`src/counter_pkg.sv`:
```
`default_nettype none

package counter_pkg;

    // Widths shared by the divider, the counter and the display
    typedef logic [4:0]  rate_sel_t;
    typedef logic [31:0] count_t;
    typedef logic [3:0]  digit_t;
    // Digit 0 sits in the low nibble
    typedef logic [15:0] value_t;
    // Active low, bit 6 is segment g and bit 0 is segment a
    typedef logic [6:0]  seg_t;
    // Active low digit enables
    typedef logic [3:0]  anode_t;

    // Seven-segment pattern for one hex digit
    function automatic seg_t seg_pattern(input digit_t digit);
        case (digit)
            4'h0: return 7'b1000000;
            4'h1: return 7'b1111001;
            4'h2: return 7'b0100100;
            4'h3: return 7'b0110000;
            4'h4: return 7'b0011001;
            4'h5: return 7'b0010010;
            4'h6: return 7'b0000010;
            4'h7: return 7'b1111000;
            4'h8: return 7'b0000000;
            4'h9: return 7'b0010000;
            // Letters shown as A b C d E F
            4'hA: return 7'b0001000;
            4'hB: return 7'b0000011;
            4'hC: return 7'b1000110;
            4'hD: return 7'b0100001;
            4'hE: return 7'b0000110;
            default: return 7'b0001110;
        endcase
    endfunction

endpackage

`default_nettype wire

```
`src/counter_top.sv`:
```
`timescale 1ns/100ps
`default_nettype none

module counter_top #(
    // 10000 for board rates, 1 for short runs
    parameter int unsigned TICK_UNIT   = 10000,
    // About 1 ms per digit at 100 MHz
    parameter int unsigned SCAN_CYCLES = 100000
) (
    input  wire                         clk,
    input  wire                         rst,
    input  wire counter_pkg::rate_sel_t rate_sel,
    input  wire                         hex_mode,
    input  wire                         count_up,
    input  wire                         enable,
    input  wire                         clear,
    output wire counter_pkg::value_t    value,
    output wire counter_pkg::seg_t      seg,
    output wire counter_pkg::anode_t    an
);

    // One cycle strobe per divider period
    logic step;

    ////////////////////
    // Step generation
    ////////////////////

    rate_divider #(
        .TICK_UNIT (TICK_UNIT)
    ) u_rate_divider (
        .clk      (clk),
        .rst      (rst),
        .rate_sel (rate_sel),
        .step     (step)
    );

    // Count register, new value one cycle after the step
    digit_counter u_digit_counter (
        .clk      (clk),
        .rst      (rst),
        .step     (step),
        .enable   (enable),
        .clear    (clear),
        .hex_mode (hex_mode),
        .count_up (count_up),
        .value    (value)
    );

    ////////////////////
    // Display
    ////////////////////

    display_scan #(
        .SCAN_CYCLES (SCAN_CYCLES)
    ) u_display_scan (
        .clk   (clk),
        .rst   (rst),
        .value (value),
        .seg   (seg),
        .an    (an)
    );

endmodule

`default_nettype wire

```
`src/digit_counter.sv`:
```
`timescale 1ns/100ps
`default_nettype none

module digit_counter (
    input  wire                 clk,
    input  wire                 rst,
    input  wire                 step,
    input  wire                 enable,
    input  wire                 clear,
    input  wire                 hex_mode,
    input  wire                 count_up,
    output counter_pkg::value_t value
);

    ////////////////////
    // Next value
    ////////////////////

    // Highest digit before the wrap
    counter_pkg::digit_t digit_max;
    // Value after one count in the current direction
    counter_pkg::value_t next_value;

    assign digit_max = hex_mode ? 4'hF : 4'h9;

    // Ripple carry or borrow from digit 0 up to digit 3
    always_comb
    begin : ripple
        counter_pkg::digit_t cur;
        logic                carry;

        next_value = value;
        // The step itself enters as a carry into digit 0
        carry = 1'b1;
        for (int i = 0; i < 4; i++)
        begin
            cur = value[i*4 +: 4];
            if (carry)
            begin
                if (count_up)
                begin
                    if (cur >= digit_max)
                    begin
                        // Wrap to 0 and pass the carry on
                        next_value[i*4 +: 4] = 4'h0;
                    end
                    else
                    begin
                        next_value[i*4 +: 4] = cur + 4'h1;
                        carry = 1'b0;
                    end
                end
                else
                begin
                    if (cur == 4'h0)
                    begin
                        // Borrow from the next digit
                        next_value[i*4 +: 4] = digit_max;
                    end
                    else
                    begin
                        next_value[i*4 +: 4] = cur - 4'h1;
                        carry = 1'b0;
                    end
                end
            end
        end
        // Carry out of digit 3 is dropped, so the whole value wraps
    end

    ////////////////////
    // Value register
    ////////////////////

    always_ff @(posedge clk or posedge rst)
    begin
        if (rst)
        begin
            value <= '0;
        end
        else if (clear)
        begin
            // Clear wins over a pending step
            value <= '0;
        end
        else if (step && enable)
        begin
            value <= next_value;
        end
    end

endmodule

`default_nettype wire

```
`src/display_scan.sv`:
```
`timescale 1ns/100ps
`default_nettype none

module display_scan #(
    // Cycles each digit stays lit
    parameter int unsigned SCAN_CYCLES = 100000
) (
    input  wire                      clk,
    input  wire                      rst,
    input  wire counter_pkg::value_t value,
    output counter_pkg::seg_t        seg,
    output counter_pkg::anode_t      an
);

    ////////////////////
    // Refresh timing
    ////////////////////

    // Cycles spent on the current digit
    counter_pkg::count_t refresh_cnt;
    // Digit being shown
    logic [1:0]          digit_idx;
    // Last cycle of the current digit
    logic                advance;

    assign advance = (refresh_cnt >= counter_pkg::count_t'(SCAN_CYCLES - 1));

    always_ff @(posedge clk or posedge rst)
    begin
        if (rst)
        begin
            refresh_cnt <= '0;
        end
        else if (advance)
        begin
            refresh_cnt <= '0;
        end
        else
        begin
            refresh_cnt <= refresh_cnt + 32'd1;
        end
    end

    // Order 0 1 2 3 then back to 0 by natural overflow
    always_ff @(posedge clk or posedge rst)
    begin
        if (rst)
        begin
            digit_idx <= 2'd0;
        end
        else if (advance)
        begin
            digit_idx <= digit_idx + 2'd1;
        end
    end

    ////////////////////
    // Digit mux and decode
    ////////////////////

    // Nibble selected by the scan index
    counter_pkg::digit_t shown_digit;

    assign shown_digit = value[{digit_idx, 2'b00} +: 4];

    // One-hot, active low
    assign an = ~(counter_pkg::anode_t'(4'b0001) << digit_idx);

    // Follows value within the same cycle
    assign seg = counter_pkg::seg_pattern(shown_digit);

endmodule

`default_nettype wire

```
`src/rate_divider.sv`:
```
`timescale 1ns/100ps
`default_nettype none

module rate_divider #(
    // Base unit of the rate table in clk cycles
    parameter int unsigned TICK_UNIT = 10000
) (
    input  wire                         clk,
    input  wire                         rst,
    input  wire counter_pkg::rate_sel_t rate_sel,
    output logic                        step
);

    ////////////////////
    // Rate table
    ////////////////////

    // Table entry in units of TICK_UNIT
    counter_pkg::count_t multiple;
    // Cycle count at which the step fires
    counter_pkg::count_t limit;
    // Free running cycle counter
    counter_pkg::count_t cycle_cnt;

    // Slowest rate first
    always_comb
    begin
        case (rate_sel)
            5'd0:    multiple = 32'd100000;
            5'd1:    multiple = 32'd5000;
            5'd2:    multiple = 32'd4000;
            5'd3:    multiple = 32'd3000;
            5'd4:    multiple = 32'd2000;
            5'd5:    multiple = 32'd1000;
            // Hundreds
            5'd6:    multiple = 32'd900;
            5'd7:    multiple = 32'd800;
            5'd8:    multiple = 32'd700;
            5'd9:    multiple = 32'd600;
            5'd10:   multiple = 32'd500;
            5'd11:   multiple = 32'd400;
            5'd12:   multiple = 32'd300;
            5'd13:   multiple = 32'd200;
            5'd14:   multiple = 32'd100;
            // Tens
            5'd15:   multiple = 32'd90;
            5'd16:   multiple = 32'd80;
            5'd17:   multiple = 32'd70;
            5'd18:   multiple = 32'd60;
            5'd19:   multiple = 32'd50;
            5'd20:   multiple = 32'd40;
            5'd21:   multiple = 32'd30;
            5'd22:   multiple = 32'd20;
            5'd23:   multiple = 32'd10;
            // Units
            5'd24:   multiple = 32'd9;
            5'd25:   multiple = 32'd8;
            5'd26:   multiple = 32'd7;
            5'd27:   multiple = 32'd6;
            5'd28:   multiple = 32'd5;
            5'd29:   multiple = 32'd4;
            5'd30:   multiple = 32'd3;
            // Select 31 is the fastest rate
            default: multiple = 32'd2;
        endcase
    end

    // Largest entry times 10000 still fits in 32 bits
    assign limit = multiple * counter_pkg::count_t'(TICK_UNIT);

    ////////////////////
    // Cycle counter
    ////////////////////

    // Reached or passed the limit, so one strobe and a restart
    // Also catches a switch to a faster rate mid period
    assign step = (cycle_cnt >= limit);

    always_ff @(posedge clk or posedge rst)
    begin
        if (rst)
        begin
            cycle_cnt <= '0;
        end
        else if (step)
        begin
            // Restart after the strobe cycle
            cycle_cnt <= '0;
        end
        else
        begin
            cycle_cnt <= cycle_cnt + 32'd1;
        end
    end

endmodule

`default_nettype wire

```
`config.mk`:
```
export PLATFORM = sky130hd
export DESIGN_NAME = counter_top
export DESIGN_NICKNAME = d
export VERILOG_FILES = /design/src/counter_pkg.sv /design/src/counter_top.sv /design/src/digit_counter.sv /design/src/display_scan.sv /design/src/rate_divider.sv
export SDC_FILE = /design/constraint.sdc
export NUM_CORES = 1
export LEC_CHECK = 0
export BUFFER_PORTS_ARGS = -buffer_cell sky130_fd_sc_hd__buf_2
export CORE_MARGIN = 1
export CORE_UTILIZATION = 40
export CTS_BUF_LIST = sky130_fd_sc_hd__clkbuf_4 sky130_fd_sc_hd__clkbuf_8
export CTS_CLUSTER_DIAMETER = 60
export CTS_CLUSTER_SIZE = 8
export DETAILED_ROUTE_END_ITERATION = 10
export HOLD_SLACK_MARGIN = 0.08
export PLACE_DENSITY = 0.53
export SYNTH_ARGS = -nofsm -noshare
export SYNTH_HDL_FRONTEND = slang
export SYNTH_SLANG_ARGS = --single-unit
```
`constraint.sdc`:
```
create_clock -name clk -period 5.39 [get_ports clk]
set_input_delay 1.078 -clock clk [delete_from_list [all_inputs] [get_ports clk]]
set_output_delay 1.078 -clock clk [all_outputs]
set_load 0.02 [all_outputs]
```
Word-level counts from Yosys, hierarchy flattened
Memory sizes are Yosys's and may differ from the RTL's.
Cells that the tools add are included.
{ "classes": {"addsub": 11, "bitwise": 1, "n_mul": 1, "reduce_logical": 12, "muxes": 31, "magnitude_cmp": 6, "shifts": 2} }
{ "ops": {"columns": ["cell", "count"], "rows": [
  ["adder 32 x 1 -> 32 bit, second input constant", 2],
  ["2-to-1 mux 32 bit", 2],
  ["2-to-1 mux 4 bit", 15],
  [">= comparator 32 x 17 -> 1 bit, second input constant", 1],
  [">= comparator 32 bit", 1],
  ["multiplier 32 x 10 -> 28 bit, second input constant", 1],
  ["2-to-1 mux 16 bit", 2],
  ["adder 4 x 1 -> 4 bit, second input constant", 4],
  [">= comparator 4 bit", 4],
  ["zero test 4 bit", 4],
  ["indexed part select 16 x 5 -> 4 bit", 1],
  ["subtractor 4 x 1 -> 4 bit, second input constant", 4],
  ["2-to-1 mux 1 bit", 11],
  ["nonzero test 2 bit", 4],
  ["AND reduction 2 bit", 3],
  ["inverter 4 bit", 1],
  ["left shift 1 x 2 -> 4 bit, first input constant", 1],
  ["2-to-1 mux 3 bit", 1],
  ["adder 2 x 1 -> 2 bit, second input constant", 1],
  ["logical AND 1 bit", 1]
]} }
{ "word_totals": {"input_bits": 11, "out_inout_bits": 27, "mem_count": 2, "rom_bits": 592, "elab_cells": 73, "reg_bits": 82} }
{ "mem_list": {"columns": ["memory", "depth", "width", "rd", "rd_ports_with_merged_regs", "write_ports", "line", "text"], "rows": [
  ["(name not given)", 32, 15, 1, 0, 0, "rate_divider.sv:28", "case (rate_sel)"],
  ["(name not given)", 16, 7, 1, 0, 0, "counter_pkg.sv:18", "case (digit)"]
]} }

Depth between registers and ports, before layout
{ "depth": {"depth_word": 9, "mapped_depth": 34, "mapped_depth_nobuf": 33} }

Cells and area by module
From an unflattened synthesis, not the netlist that was laid out.
{ "hier_totals": {"cells_unflattened": 949, "hier_area_um2": 8378.0} }
{ "modules_own_cells": {"columns": ["mod", "area_per_inst_um2", "n_inst", "seq_area_each_um2", "cells_per_inst"], "rows": [
  ["rate_divider", 4926.0, 1, 800.8, 575],
  ["display_scan", 1780.5, 1, 850.8, 166],
  ["digit_counter", 1671.6, 1, 400.4, 208]
]} }

Worst setup path before layout
OpenSTA, ideal clock, no wires.
{ "synth_path": {"path_kind": "input port to flip-flop", "startpoint": "input rate_sel[0]", "endpoint": "register u_digit_counter.value[12]", "setup_time_ns": 0.120, "path_buffers": 0, "path_slack_ns": -2.062, "arrival_ns": 7.332, "t_required_ns": 5.270, "cell_stages": 26, "cell_sequence": "inv_1 > ha_1 > nor2b_1 > a221oi_1 > fa_1 > ha_1 > fa_1 > ha_1 > inv_1 > fa_1 > inv_1 > ha_1 > a21o_1 > a31o_2 > a211o_1 > o22ai_1 > o21ai_0 > xnor2_1 > ha_1 > inv_1 > or3_1 > o2111a_2 > nor2b_4 > a31oi_4 > or2_1 > a31o_1"} }
{ "synth_between": {"elab_chain_cells": 6} }
{ "synth_lines": {"columns": ["item", "line", "text"], "rows": [
  ["start, declared", "counter_top.sv:12", "input wire counter_pkg::rate_sel_t rate_sel,"],
  ["memory (32 x 15 bit)", null, null],
  ["multiplier 32 x 10 -> 28 bit", "rate_divider.sv:69", "assign limit = multiple * counter_pkg::count_t'(TICK_UNIT);"],
  [">= comparator 32 bit", "rate_divider.sv:77", "assign step = (cycle_cnt >= limit);"],
  ["logical AND 1 bit", "digit_counter.sv:86", "else if (step && enable)"],
  ["nonzero test 2 bit (no line)", null, null],
  ["AND reduction 2 bit (no line)", null, null],
  ["end signal, assigned", "digit_counter.sv:88", "value <= next_value;"],
  ["end, declared", "digit_counter.sv:12", "output counter_pkg::value_t value"]
]} }
No other way between the ends.
A chain may end at the register's enable or synchronous reset.

Final worst setup path
{ "layout_path": {"startpoint": "input rate_sel[1]", "endpoint": "register u_digit_counter.value[11]"} }
Same word-level chain as after synthesis.

==> flow_summary.json <==
{
  "worst_ep_arrival_time_ns": 7.61,
  "synth.area.top_cells": "sky130_fd_sc_hd__dfrtp_1, sky130_fd_sc_hd__ha_1, sky130_fd_sc_hd__fa_1",
  "layoutNonFillerInstCount": 1386,
  "irDropWorstVdd_uv": 158,
  "use_met1": 0.281,
  "synth_sequential_area_ratio": 0.251,
  "r2r.worst_path.cells": 6,
  "core-area_um2": 19800,
  "synth_top_cell_area_share": 0.251,
  "power.density_nw_per_um2": 257,
  "crit_type": "in -> reg",
  "floorplan.die.height_um": 145,
  "drive_gt1_frac": 0.301,
  "launch_point_of_the_worst_reg_to_reg_path": "u_digit_counter.value[6]",
  "finalCoreUtilization": 0.551,
  "finalWirelength_um": 19500,
  "setup-violations-final": 48,
  "violated_checks": "setup timing",
  "wl_per_cell_um": 14.1,
  "dominantRegCellSynth": "sky130_fd_sc_hd__dfrtp_1",
  "post-route-period-util": 1.36,
  "worstPathMaxFanout": 7,
  "tightestPinTransition_ns": 0.781,
  "synthDominantAreaCellType": "sky130_fd_sc_hd__dfrtp_1",
  "first_global_vias": 6690,
  "chipWidth_um": 145,
  "synth-edff-count": 0,
  "timing.hold.ws_ns": 0.487,
  "worst_hold_path_type": "reg -> reg",
  "static-leakage-power_nw": 5.37,
  "cts_root_buffer": "sky130_fd_sc_hd__clkbuf_8",
  "numCtsBuffers": 9,
  "gp_congestion": 0.805,
  "grt_use_met3": 0.0245,
  "grt.busiest_layer": "met2",
  "fin_nets": 1287,
  "syn2layout_area_growth_pct": 33.2,
  "grt_util_met2": 0.287,
  "ffs_w_async_s_r_synth": 1.00,
  "grt_antenna_before_repair": 0,
  "floorplan_die_area_um2": 21000,
  "setup.reg_to_reg.worst_slack_ns": 2.75,
  "drc_violations_left": 0,
  "cp-start-kind": "input port",
  "outcome": "finished with violations",
  "grt-ovfl-total": 0,
  "clkSlewWorstSetupHoldPaths_ns": 0.08,
  "slowest_delay_ns": 0.51,
  "drv_cap": 0,
  "place.detailed.hpwl_um": 14600,
  "final_report_max_slew_violation_count": 0,
  "worstHoldPathCells": 1,
  "timing.critical_path.required_ns": 5.68,
  "hold_viol": 0,
  "postRouteAntennaNets": 0,
  "initial_utilization": 0.414,
  "synth_cell_type_count": 74,
  "grt_max_degree": 48,
  "antenna-diode-count": 0,
  "final_period_minus_worst_setup_slack_ns": 7.32,
  "floorplan.io_pins": 38,
  "clock_sinks": 82,
  "wire_length_of_the_first_global_routing_pass_um": 32700,
  "critical_path.most_common_cell": "sky130_fd_sc_hd__ha_4",
  "worst_hold_path.endpoint": "u_display_scan.refresh_cnt[0]",
  "fmax_mhz": 137,
  "ctsLongestPathBuffers": 2,
  "ctsHtreeMaxLevel": 3,
  "cpMaxStageDelayCell": "sky130_fd_sc_hd__fa_1",
  "setup_ws_ns": -1.93,
  "num_rows": 51,
  "synthesis.instances": 927,
  "drt-initial-drc-count": 271,
  "vias": 7026,
  "holdCritStartpoint": "u_display_scan.refresh_cnt[0]",
  "postSynthAreaPerCell_um2": 8.82,
  "cts_hold_buffers": 0,
  "numPortBuffers": 37,
  "setup.worst_path.end_class": "flip-flop",
  "grt.total_usage": 0.187,
  "worst_skew_pair.late_latency_ns": 0.36,
  "finClkSkew_ns": 0.0130,
  "yosysWarningCount": 0,
  "viasPerCell": 5.07,
  "clock_tree_from_tritoncts": "done",
  "ys_ff_latch": 82,
  "rsz0062_at_grt": "true",
  "dpl.cell_count": 1343,
  "worst_r2r_endpoint": "u_digit_counter.value[15]",
  "timing.max_slew.rel_slack": 0.474,
  "dr.pass1.iters": 4,
  "netlist_area_um2": 8180
}
## placed cells by master, fill, tap and decap left out, types with 9 or more instances in the layout
master	n
sky130_fd_sc_hd__buf_4	130
sky130_fd_sc_hd__clkbuf_8	10
sky130_fd_sc_hd__nand3_1	32
sky130_fd_sc_hd__buf_6	14
sky130_fd_sc_hd__inv_1	89
sky130_fd_sc_hd__a21oi_2	10
sky130_fd_sc_hd__nor2_1	54
sky130_fd_sc_hd__nor3_1	12
sky130_fd_sc_hd__a21o_1	16
sky130_fd_sc_hd__and3_1	13
sky130_fd_sc_hd__dfrtp_1	82
sky130_fd_sc_hd__xor2_1	40
sky130_fd_sc_hd__nor2_2	14
sky130_fd_sc_hd__fa_1	28
sky130_fd_sc_hd__nand2_1	70
sky130_fd_sc_hd__nor2b_1	9
sky130_fd_sc_hd__nor2_4	21
sky130_fd_sc_hd__xnor2_1	20
sky130_fd_sc_hd__ha_4	12
sky130_fd_sc_hd__inv_2	12
sky130_fd_sc_hd__ha_1	118
sky130_fd_sc_hd__a21oi_1	35
sky130_fd_sc_hd__o21ai_0	27
sky130_fd_sc_hd__nand4_1	14
sky130_fd_sc_hd__buf_2	35
sky130_fd_sc_hd__conb_1	16
## final cells by class
cell class,count,area [um2]
clock buffer,11,145
fill,1787,8890
sequential,82,2050
clock inverter,5,86.3
tap,265,332
multi-input combinational,727,6320
inverter,106,409
timing repair buffer,190,1550
## worst max path at each step
stage | from | endpoint | slack (ns) | cells past startpoint
floorplan | rate_sel[1] | u_digit_counter.value[12] | -1.74 | 32
detailed placement | rate_sel[1] | u_digit_counter.value[2] | -2.42 | 32
global route | rate_sel[1] | u_digit_counter.value[11] | -2.18 | 37
finish | rate_sel[1] | u_digit_counter.value[11] | -1.93 | 37
CTS | rate_sel[1] | u_digit_counter.value[2] | -1.76 | 36
global placement | rate_sel[0] | u_digit_counter.value[2] | -2.27 | 31
## routing by layer
layer | up-vias | share of wire | routed length, um
met4 | 0 | 0.0085 | 167
met2 | 99 | 0.45 | 8730
li1 | 3589 | - | -
met3 | 15 | 0.033 | 652
met5 | - | 0 | 0
met1 | 3323 | 0.51 | 9990
## cell families (layout without fill, tap and decap cells)
group,after synthesis,after routing,synth area share
adder cells (fa/ha/maj),160,160,0.270
XOR/XNOR,60,60,0.0642
AO/OA/AOI/OAI,182,182,0.149
AND/OR/NAND/NOR,292,292,0.174
other,1,16,0.000458
buffers and inverters,133,312,0.0621
flip-flops,82,82,0.251
multiplexers,17,17,0.0291
## where the power goes
| part | internal [mW] | switching [mW] | total, mW |
|---|---|---|---|
| combinational | 0.836 | 0.791 | 1.63 |
| sequential | 0.632 | 0.0244 | 0.656 |
| clock | 0.282 | 0.235 | 0.518 |
## critical path, delay by kind of cell
kind / cells / cell delay [ns]
AOI/OAI and AO/OA: 12 / 1.92
and+or+nand+nor: 4 / 0.53
xor gates and xnor gates: 1 / 0.14
muxes: 1 / 0.18
adders and majority gates: 8 / 2.77
buffers and inverters: 11 / 1.02
## sequential cells by signal, indices dropped and copies added, names as in the netlist
register                    cells
u_digit_counter.value          16
u_display_scan.digit_idx        2
u_rate_divider.cycle_cnt       32
u_display_scan.refresh_cnt     32
## timing repair
| item | CTS | global route |
|---|---|---|
| pin swaps | 25 | 38 |
| cloned | 3 | 2 |
| endpoints found under the setup margin | 48 | 48 |
| setup buffers | 8 | 17 |
| resized for setup | 69 | 84 |
## cells in the mapped netlist, types with 2 or more instances
cell type,n
sky130_fd_sc_hd__nand2_1,76
sky130_fd_sc_hd__a31oi_1,5
sky130_fd_sc_hd__a211o_1,6
sky130_fd_sc_hd__inv_1,105
sky130_fd_sc_hd__a21o_1,16
sky130_fd_sc_hd__a31o_1,3
sky130_fd_sc_hd__o21a_1,5
sky130_fd_sc_hd__a211oi_1,5
sky130_fd_sc_hd__nand3_1,35
sky130_fd_sc_hd__o21ai_1,2
sky130_fd_sc_hd__dfrtp_1,82
sky130_fd_sc_hd__and2_1,4
sky130_fd_sc_hd__xor2_1,40
sky130_fd_sc_hd__nand2b_1,4
sky130_fd_sc_hd__or3_1,5
sky130_fd_sc_hd__o21ai_0,35
sky130_fd_sc_hd__mux2i_1,8
sky130_fd_sc_hd__fa_1,28
sky130_fd_sc_hd__a21oi_1,46
sky130_fd_sc_hd__o21bai_1,6
sky130_fd_sc_hd__a221oi_1,2
sky130_fd_sc_hd__nor3_1,15
sky130_fd_sc_hd__o31ai_1,5
sky130_fd_sc_hd__nand4_1,14
sky130_fd_sc_hd__nor2b_1,11
sky130_fd_sc_hd__nor2_1,89
sky130_fd_sc_hd__and4_1,7
sky130_fd_sc_hd__a41oi_1,2
sky130_fd_sc_hd__a311oi_1,3
sky130_fd_sc_hd__o221ai_1,3
sky130_fd_sc_hd__o22ai_1,9
sky130_fd_sc_hd__nor4_1,5
sky130_fd_sc_hd__mux2_2,4
sky130_fd_sc_hd__clkbuf_1,25
sky130_fd_sc_hd__ha_1,132
sky130_fd_sc_hd__xnor2_1,20
sky130_fd_sc_hd__mux4_2,5
sky130_fd_sc_hd__o211ai_1,8
sky130_fd_sc_hd__nor4b_1,2
sky130_fd_sc_hd__o311ai_0,2
sky130_fd_sc_hd__o31a_1,3
sky130_fd_sc_hd__and3_1,13
## metrics by stage
step	power [mW]	setup WS, ns	instance area (um2)	TNS (ns)
after floorplan	1.62	-1.74	8390	-75.81
after global placement	2.11	-2.27	9740	-102.49
after detailed placement	2.12	-2.42	9740	-107.81
after CTS	2.73	-1.76	10400	-80.15
after global routing	3.07	-2.18	10900	-97.92
final	2.80	-1.93	10900	-85.76
Power figures use the tool's default switching activity.
